$ cat src/include/dz_macros.svh
`ifndef DZ_MACROS_SVH
`define DZ_MACROS_SVH

// clock cycles per countdown step, kept small so a full run stays short
`define DZ_TICK_DIV 64

// clock cycles per row step of the matrix scan
`define DZ_SCAN_DIV 4

// digit loaded by a start pulse
`define DZ_START_DIGIT 5

`endif
$ cat src/rtl/dz_pkg.sv
package dz_pkg;

    // countdown value, only 0 to 5 are used
    typedef logic [2:0] digit_t;

    // matrix row number, row 0 is the top row
    typedef logic [2:0] row_idx_t;

    // what the renderer needs to build one scanned row
    typedef struct packed {
        digit_t   digit;
        row_idx_t row_idx;
    } scan_pos_t;

    // one scanned row as it goes out to the LED drivers
    typedef struct packed {
        logic [7:0] row;   // one-hot row select, bit n drives row n
        logic [7:0] colr;  // red columns, bit 7 is the leftmost column
        logic [7:0] colg;  // green columns
    } matrix_line_t;

endpackage

$ cat src/rtl/dz_countdown_top.sv
`timescale 1ns/1ns

module dz_countdown_top
    import dz_pkg::*;
(
    input  logic         clk,
    input  logic         rst,
    input  logic         start,
    input  logic         hold,
    output matrix_line_t line,
    output digit_t       digit,
    output logic         done
);

    row_idx_t  row_idx;
    scan_pos_t pos;

    dz_countdown_sequencer u_sequencer (
        .clk   (clk),
        .rst   (rst),
        .start (start),
        .hold  (hold),
        .digit (digit),
        .done  (done)
    );

    dz_row_scanner u_scanner (
        .clk     (clk),
        .rst     (rst),
        .row_idx (row_idx)
    );

    // digit and row travel together into the renderer pipeline
    assign pos.digit   = digit;
    assign pos.row_idx = row_idx;

    dz_glyph_renderer u_renderer (
        .clk  (clk),
        .rst  (rst),
        .pos  (pos),
        .line (line)
    );

endmodule

$ cat src/rtl/dz_glyph_renderer.sv
`timescale 1ns/1ns

module dz_glyph_renderer
    import dz_pkg::*;
(
    input  logic         clk,
    input  logic         rst,
    input  scan_pos_t    pos,
    output matrix_line_t line
);

    //////////////////////////////////////////////////////////////////////
    // glyph table, rows 1 to 7 hold the shape and row 0 stays blank
    //////////////////////////////////////////////////////////////////////

    function automatic logic [7:0] glyph_row(input digit_t d, input row_idx_t r);
        logic [7:0] bits;
        bits = 8'b0000_0000;
        case (d)
            3'd5:
            begin
                case (r)
                    3'd1: bits = 8'b0111_1110;
                    3'd2: bits = 8'b0110_0000;
                    3'd3: bits = 8'b0111_1100;
                    3'd4: bits = 8'b0000_0110;
                    3'd5: bits = 8'b0000_0110;
                    3'd6: bits = 8'b0110_0110;
                    3'd7: bits = 8'b0011_1100;
                    default: bits = 8'b0000_0000;
                endcase
            end
            3'd4:
            begin
                case (r)
                    3'd1: bits = 8'b0000_1100;
                    3'd2: bits = 8'b0001_1100;
                    3'd3: bits = 8'b0010_1100;
                    3'd4: bits = 8'b0100_1100;
                    3'd5: bits = 8'b0111_1110;
                    3'd6: bits = 8'b0000_1100;
                    3'd7: bits = 8'b0000_1100;
                    default: bits = 8'b0000_0000;
                endcase
            end
            3'd3:
            begin
                case (r)
                    3'd1: bits = 8'b0011_1100;
                    3'd2: bits = 8'b0110_0110;
                    3'd3: bits = 8'b0000_0110;
                    3'd4: bits = 8'b0001_1100;
                    3'd5: bits = 8'b0000_0110;
                    3'd6: bits = 8'b0110_0110;
                    3'd7: bits = 8'b0011_1100;
                    default: bits = 8'b0000_0000;
                endcase
            end
            3'd2:
            begin
                case (r)
                    3'd1: bits = 8'b0011_1100;
                    3'd2: bits = 8'b0110_0110;
                    3'd3: bits = 8'b0000_0110;
                    3'd4: bits = 8'b0000_1100;
                    3'd5: bits = 8'b0011_0000;
                    3'd6: bits = 8'b0110_0000;
                    3'd7: bits = 8'b0111_1110;
                    default: bits = 8'b0000_0000;
                endcase
            end
            3'd1:
            begin
                case (r)
                    3'd3: bits = 8'b0011_1000;        // the slanted top of the 1
                    3'd7: bits = 8'b0111_1110;
                    3'd0: bits = 8'b0000_0000;
                    default: bits = 8'b0001_1000;
                endcase
            end
            default: bits = 8'b0000_0000;             // 0 shows nothing
        endcase
        return bits;
    endfunction

    //////////////////////////////////////////////////////////////////////
    // stage 1 captures the scan position
    //////////////////////////////////////////////////////////////////////

    scan_pos_t    pos_q;
    logic [7:0]   pattern;
    logic [7:0]   row_sel;
    logic         red_on;
    logic         green_on;
    matrix_line_t line_d;

    always_ff @(posedge clk or posedge rst)
    begin
        if (rst)
            pos_q <= '0;
        else
            pos_q <= pos;
    end

    // red for 5 and 4, both colors for 3 and 2 so they show yellow, green for 1
    assign red_on   = pos_q.digit inside {[3'd2:3'd5]};
    assign green_on = pos_q.digit inside {[3'd1:3'd3]};

    assign pattern = glyph_row(pos_q.digit, pos_q.row_idx);
    assign row_sel = (pos_q.digit != 3'd0) ? (8'd1 << pos_q.row_idx) : 8'd0;

    always_comb
    begin
        line_d.row  = row_sel;
        line_d.colr = red_on ? pattern : 8'd0;
        line_d.colg = green_on ? pattern : 8'd0;
    end

    //////////////////////////////////////////////////////////////////////
    // stage 2 holds the line for the drivers
    //////////////////////////////////////////////////////////////////////

    always_ff @(posedge clk or posedge rst)
    begin
        if (rst)
            line <= '0;
        else
            line <= line_d;
    end

    // never more than one row driven at a time
    assert property (@(posedge clk) disable iff (rst) $onehot0(line.row))
        else $error("more than one row selected");

    // columns must stay dark while no row is selected
    assert property (@(posedge clk) disable iff (rst)
        (line.row == 8'd0) |-> ((line.colr == 8'd0) && (line.colg == 8'd0)))
        else $error("columns lit with no row selected");

endmodule

$ cat src/rtl/dz_row_scanner.sv
`timescale 1ns/1ns
`include "dz_macros.svh"

module dz_row_scanner
    import dz_pkg::*;
(
    input  logic     clk,
    input  logic     rst,
    output row_idx_t row_idx
);

    localparam int DIV_W = (`DZ_SCAN_DIV > 1) ? $clog2(`DZ_SCAN_DIV) : 1;
    localparam logic [DIV_W-1:0] DIV_LAST = DIV_W'(`DZ_SCAN_DIV - 1);

    logic [DIV_W-1:0] div_cnt;
    logic             step;

    assign step = (div_cnt == DIV_LAST);

    always_ff @(posedge clk or posedge rst)
    begin
        if (rst)
            div_cnt <= '0;
        else if (step)
            div_cnt <= '0;
        else
            div_cnt <= div_cnt + 1'b1;
    end

    // row 7 rolls over to row 0 by the natural 3-bit wrap
    always_ff @(posedge clk or posedge rst)
    begin
        if (rst)
            row_idx <= '0;
        else if (step)
            row_idx <= row_idx + 3'd1;
    end

    // each row stays lit for the full scan period
    assert property (@(posedge clk) disable iff (rst) !step |=> $stable(row_idx))
        else $error("row index moved between divider wraps");

endmodule

$ cat src/rtl/dz_countdown_sequencer.sv
`timescale 1ns/1ns
`include "dz_macros.svh"

module dz_countdown_sequencer
    import dz_pkg::*;
(
    input  logic   clk,
    input  logic   rst,
    input  logic   start,
    input  logic   hold,
    output digit_t digit,
    output logic   done
);

    localparam int PRESC_W = (`DZ_TICK_DIV > 1) ? $clog2(`DZ_TICK_DIV) : 1;
    localparam logic [PRESC_W-1:0] PRESC_LAST = PRESC_W'(`DZ_TICK_DIV - 1);

    logic [PRESC_W-1:0] presc;
    logic               counting;
    logic               tick;

    assign counting = (digit != 3'd0) && !hold;       // hold freezes the prescaler only
    assign tick     = counting && (presc == PRESC_LAST);

    //////////////////////////////////////////////////////////////////////
    // tick prescaler
    //////////////////////////////////////////////////////////////////////

    always_ff @(posedge clk or posedge rst)
    begin
        if (rst)
            presc <= '0;
        else if (start || tick)
            presc <= '0;                              // a restart always gets a full period
        else if (counting)
            presc <= presc + 1'b1;
    end

    //////////////////////////////////////////////////////////////////////
    // digit register and done strobe
    //////////////////////////////////////////////////////////////////////

    always_ff @(posedge clk or posedge rst)
    begin
        if (rst)
        begin
            digit <= '0;
            done  <= 1'b0;
        end
        else if (start)
        begin
            digit <= digit_t'(`DZ_START_DIGIT);       // start beats a tick in the same cycle
            done  <= 1'b0;
        end
        else
        begin
            if (tick)
                digit <= digit - 3'd1;
            done <= tick && (digit == 3'd1);
        end
    end

    // the counter can only be loaded with the start digit and count down from it
    assert property (@(posedge clk) disable iff (rst) digit <= `DZ_START_DIGIT)
        else $error("digit above start value");

    // the 1 to 0 step happens once per countdown
    assert property (@(posedge clk) disable iff (rst) done |=> !done)
        else $error("done held for more than one cycle");

endmodule

$ cat config.mk
export PLATFORM = sky130hd
export DESIGN_NAME = dz_countdown_top
export DESIGN_NICKNAME = d
export VERILOG_FILES = /design/src/rtl/dz_pkg.sv /design/src/rtl/dz_countdown_top.sv /design/src/rtl/dz_glyph_renderer.sv /design/src/rtl/dz_row_scanner.sv /design/src/rtl/dz_countdown_sequencer.sv
export VERILOG_INCLUDE_DIRS = /design/src /design/src/include
export SDC_FILE = /design/constraint.sdc
export NUM_CORES = 1
export LEC_CHECK = 0
export ABC_CLOCK_PERIOD_IN_PS = 5400
export BUFFER_PORTS_ARGS = -buffer_cell sky130_fd_sc_hd__buf_2
export CAP_MARGIN = 20
export CORE_ASPECT_RATIO = 0.9
export CORE_MARGIN = 4
export CORE_UTILIZATION = 45
export CTS_BUF_LIST = sky130_fd_sc_hd__clkbuf_8
export DETAILED_ROUTE_END_ITERATION = 16
export GPL_TIMING_DRIVEN = 0
export PLACE_DENSITY = 0.65
export SLEW_MARGIN = 5
export SYNTH_ARGS = -nofsm -noshare
export SYNTH_HDL_FRONTEND = slang
export SYNTH_HIERARCHICAL = 1
export SYNTH_SLANG_ARGS = --single-unit
$ cat constraint.sdc
create_clock -name clk -period 5.4 [get_ports clk]
set_input_delay 0.27 -clock clk [delete_from_list [all_inputs] [get_ports clk]]
set_output_delay 0.27 -clock clk [all_outputs]
set_load 0.01 [all_outputs]
## Yosys cells after proc, flatten, opt, wreduce, memory -nomap -nowiden

Cells that the tools add are included.

| cells by class | value |
|---|---|
| add/subtract/negate cells | 4 |
| reductions and logical operators | 17 |
| muxes and demuxes | 15 |
| order comparisons | 4 |
| equal/unequal tests | 15 |
| shifts and indexed selects | 1 |

Operators with widths:

| kind | count |
|---|---|
| 7-bit case mux with 7 select lines | 1 |
| 7-bit case mux with 6 select lines | 1 |
| 8-bit case mux with 5 select lines | 1 |
| 7-bit case mux with 5 select lines | 1 |
| 7-bit case mux with 4 select lines | 1 |
| 8-bit two-way mux | 3 |
| 7-bit case mux with 3 select lines | 1 |
| 3-bit equality test, second input constant | 6 |
| 3-bit by 2-bit equality test with 1-bit output, second input constant | 4 |
| 6-bit two-way mux | 2 |
| 3-bit by 1-bit equality test with 1-bit output, second input constant | 3 |
| 2-bit OR reduction | 4 |
| 1-bit by 3-bit left shift with 8-bit output, first input constant | 1 |
| 6-bit by 1-bit adder with 6-bit output, second input constant | 1 |
| 6-bit equality test, second input constant | 1 |
| 3-bit two-way mux | 2 |
| 3-bit nonzero test | 2 |
| 1-bit logical AND | 5 |
| 2-bit nonzero test | 2 |
| 3-bit by 1-bit adder with 3-bit output, second input constant | 1 |
| 3-bit by 1-bit greater-or-equal comparator with 1-bit output, second input constant | 1 |
| 3-bit by 2-bit greater-or-equal comparator with 1-bit output, second input constant | 1 |
| 3-bit by 2-bit <= comparator with 1-bit output, second input constant | 1 |
| 3-bit <= comparator, second input constant | 1 |
| other kinds (9) | 9 |

| word-level totals | value |
|---|---|
| output and inout bits | 28 |
| register bits after elaboration | 45 |
| word-level logic and storage cells | 66 |
| bits of input ports | 4 |

## Depth between registers and ports, before layout

| logic depth | value |
|---|---|
| word-level depth | 5 |
| gate-level depth with buffers | 7 |

## Hierarchy

The synthesis kept the hierarchy.

Modules (own cells, without submodules):

| module | area an instance (µm²) | seq. area each (µm²) | instances | cells an instance |
|---|---|---|---|---|
| dz_glyph_renderer | 1370.1 | 650.6 | 1 | 141 |
| dz_countdown_sequencer | 550.5 | 250.2 | 1 | 58 |
| dz_row_scanner | 193.9 | 125.1 | 1 | 13 |

## Worst setup path before layout

No wires, ideal clock.

| timing path | value |
|---|---|
| path type | reg2reg |
| start point | reg u_sequencer.digit[0] |
| end point | reg u_sequencer.presc[5] |
| required time | 5.322 ns |
| library setup time | 0.078 ns |
| arrival | 1.812 ns |
| path slack | 3.510 ns |
| clock period less this slack | 1.890 ns |
| cell stages (with the launch flop) | 8 |
| buffers on the path | 1 |
| cells stage by stage | dfrtp_1 -> inv_1 -> ha_1 -> nor2b_1 -> or2_1 -> clkbuf_2 -> or4_1 -> a21oi_1 |

| between the ends | value |
|---|---|
| longest elaborated chain between the ends | 5 |
| elaborated cells on any way between the ends | 6 |
| those cells by class | 1 x mux; 5 x reduce/logical |

Ends and longest elaborated chain:

| item | RTL line | RTL |
|---|---|---|
| start: declaration | dz_countdown_sequencer.sv:11 | `output digit_t digit,` |
| start signal: assignment | dz_countdown_sequencer.sv:52 | `` digit <= digit_t'(`DZ_START_DIGIT); `` |
| start signal: assignment | dz_countdown_sequencer.sv:58 | `digit <= digit - 3'd1;` |
| 3-bit nonzero test (*) | dz_countdown_sequencer.sv:22 | `assign counting = (digit != 3'd0) && !hold;` |
| 1-bit logical AND (*) | dz_countdown_sequencer.sv:22 |  |
| 1-bit logical AND | dz_countdown_sequencer.sv:23 | `assign tick = counting && (presc == PRESC_LAST);` |
| 1-bit logical OR | dz_countdown_sequencer.sv:33 | `else if (start \|\| tick)` |
| 6-bit two-way mux or 2-bit nonzero test (tied branches) | n/a |  |
| end signal: assignment | dz_countdown_sequencer.sv:36 | `presc <= presc + 1'b1;` |
| end: declaration | dz_countdown_sequencer.sv:18 | `logic [PRESC_W-1:0] presc;` |

Every way passes the cells marked *; elsewhere a longest branch is shown, timed or not.
A chain may end at the register's enable or synchronous reset.

## Worst setup path after layout

Same ends and word-level chain as after synthesis.

==> qor.yml <==
final_layout:
  final_nets: 260
  synthToLayoutAreaGrowth_pct: 15.62
  layout-drive-gt1-share_pct: 24.50
  finalNonFillerCells: 311
  n_antenna_cell: 0
power_and_ir_drop:
  power.total_mw: 0.5066
  leakage_nw: 1.117
  power_density_nw_per_um2: 207.2
  ir_worst_vdd_mv: 0.1635
global_route:
  grtUsageTotal_pct: 14.75
  grt_start_max_net_pins: 27
  grt_pass1_wl_um: 6768
  grt_pass1_vias: 1439
  grt_overflow_total: 0
  grt_antenna_before_repair: 0
yosys:
  syn-cell-area_um2: 2115
  synthCells: 212
  ys_warn_count: 6
  yosysUniqueCellTypes: 51
  syn-mean-instance-area_um2: 9.974
  seq_area_frac_synth_pct: 48.52
  synth-main-ff-cell: "dfrtp_1"
  async_flop_share_pct: 100.0
  synth_edf_count: 0
  ys_ff_latch: 41
clocking:
  cts_tree: "done"
  cts_root_buf: "clkbuf_8"
  cts.clk_slew.worst_paths_ns: 0.07
  clockBufferDepth: 2
  clock_latency_ns: 0.28
  htreeDepth: 2
  postCtsResizedCells: 0
  clock-sinks: 41
  numCtsBuffers: 5
timing:
  finalMaxSlewViolations: 0
  fmax_mhz: 508.5
  tns_ns: 0
  maxSlewHeadroom_pct: 65.79
  post-route-min-period_ns: 1.967
  setup_viol: 0
  rsz0062_at_grt: "no"
  tightest_slew_ns: 0.5093
  fin_crit_sh_pct: 36.42
  finalHoldViolCount: 0
  skew_ns: 0.003914
detailed_routing:
  wire_per_inst_um: 12.61
  drt_drc_violations_left: 0
  wl_um: 3923
  viasPerCell: 5.061
  drt_iter0_markers: 157
  drt_pass1_iterations: 4
  vias: 1574
  ant_nets: 0
worst_setup_path:
  crit_required_ns: 5.61
  critPathMaxStageDelay_ns: 0.50
  critical_path.top_delay_family: "simple AND/OR/NAND/NOR gates"
  cp_max_fo: 6
  arrival_ns: 2.18
  crit_chain: "inv_1, ha_1, nor2b_1, or2_1, clkbuf_2, or4_1, a21oi_1"
  crit_type: "flop to flop"
  path_buf_inv: 2
  slowest_stage: "or4_1"
  endpoint_kind: "flop"
  start_kind: "flop"
floorplan:
  dieArea_um2: 5861
  die_w_um: 80.26
  rows: 23
  core_region_area_um2: 4489
  io_pins: 32
  die_h_um: 73.03
  initial_core_util_pct: 47.10
place:
  gp_congestion: 0.8242
  place_inst: 303
  post-dp-hpwl_um: 2798
  io_buffers: 26
run_status:
  status: "complete, no violations"
job:
  cap_viol_max_count: 0
min_path:
  min_path_type: "input port to flop"
-- power breakdown --
group	leakage, nW	internal (mW)	switching (mW)
combinational	0.568	0.00747	0.0117
sequential	0.509	0.308	0.00154
clock	0.0399	0.0849	0.0930
-- synth_stat cells (all sizes together) (2+ instances only) --
library cell  instances  area share, %
nand2                18            3.2
or2                   3           0.89
nand2b                8            2.5
nor2b                 7            2.1
xnor2                 5            2.1
o21ai                14            3.3
nor2                 17            3.0
nand3                 7            1.7
mux2                  2            1.2
nor3b                 3            1.3
o31ai                 2           0.71
clkbuf                2           0.89
a21oi                12            2.8
a31oi                 2           0.59
nor3                 10            2.4
o21a                  2           0.71
a211oi                2           0.71
a221oi                2            1.1
o22ai                 2           0.59
nand3b                2           0.71
a22oi                 3            1.1
dfrtp                41             49
buf                  18            7.1
ha                    6            3.6
inv                   7            1.2
-- final cells by class --
| class | instances | area, um^2 |
|---|---|---|
| sequential | 41 | 1026 |
| buffer | 20 | 168.9 |
| tap | 62 | 77.57 |
| multi-input combinational | 147 | 904.6 |
| inverter | 7 | 26.28 |
| clock inverter | 1 | 5.005 |
| fill | 426 | 2044 |
| timing repair buffer | 28 | 167.7 |
| clock buffer | 5 | 68.82 |
-- state kept, by name, summed over array words and instances, names as in the netlist --
| register | flops |
|---|---|
| u_renderer/line | 20 |
| u_renderer/pos_q | 6 |
| u_scanner/div_cnt | 2 |
| u_scanner/row_idx | 3 |
| u_sequencer/digit | 3 |
| u_sequencer/done | 1 |
| u_sequencer/presc | 6 |
-- path summary, 6_finish.rpt --
kind	from	to	slack, ns	depth (start not counted)
max	u_sequencer/digit[0]	u_sequencer/presc[5]	3.43	7
max reg2reg	u_sequencer/digit[0]	u_sequencer/presc[5]	3.43	7
min in group asynchronous	rst	u_scanner/row_idx[0]	0.44	3
min reg2reg	u_sequencer/digit[1]	u_renderer/pos_q[4]	0.40	0
max in group asynchronous	rst	u_sequencer/presc[1]	4.59	3
min	hold	u_sequencer/presc[0]	0.35	4
-- routing by layer --
metal | vias to the layer above | global-route usage, % | wire length, um
li1 | 797 | - | -
met2 | 44 | 22.61 | 1807
met4 | 0 | 5.066 | 32
met3 | 7 | 3.580 | 258
met1 | 726 | 20.47 | 1825
met5 | - | 0 | 0
-- through the flow --
| step | utilization (%) | hold WS (ns) | cell area (um^2) | setup WS (ns) |
|---|---|---|---|---|
| floorplan | - | 0.04852 | 2126 | 3.510 |
| global placement | 51.98 | 0.1906 | 2333 | 3.469 |
| detailed placement | 51.98 | 0.1998 | 2333 | 3.421 |
| CTS | 53.85 | 0.3367 | 2417 | 3.415 |
| global route | 54.46 | 0.3746 | 2445 | 3.262 |
| finish | 54.46 | 0.3497 | 2445 | 3.433 |
-- what timing repair did --
action,CTS,global route
hold buffers,1,0
endpoints found under the hold margin,15,0
buffers inserted,0,0
endpoints found under the setup margin,0,0
-- cell families after synthesis --
family	synth area share, %
xor+xnor	2.485
buf+inv	9.230
flops	48.52
compound gates	13.55
other cells	0.1773
simple gates	20.77
mux	1.716
fa+ha+maj	3.550
-- placed cells by master (no fill, tap or decap), types with 6 or more instances in the layout --
cell type / count
dfrtp_1: 41
buf_2: 29
nand2_1: 18
nor2_1: 17
a21oi_1: 12
nor3_1: 10
o21ai_0: 10
buf_4: 8
nor2b_1: 7
nand2b_1: 7
inv_1: 7
nand3_1: 7
clkbuf_8: 6
ha_1: 6
-- worst register-to-register path: cells and delay by family, from the launching register on --
kind	cells	cell delay [ns]
AO/OA/AOI/OAI	1	0.15
buffers and inverters	2	0.23
flip-flops	1	0.43
AND/OR/NAND/NOR	3	0.90
adder cells (fa/ha/maj)	1	0.19
(Power assumes the default switching activity.)
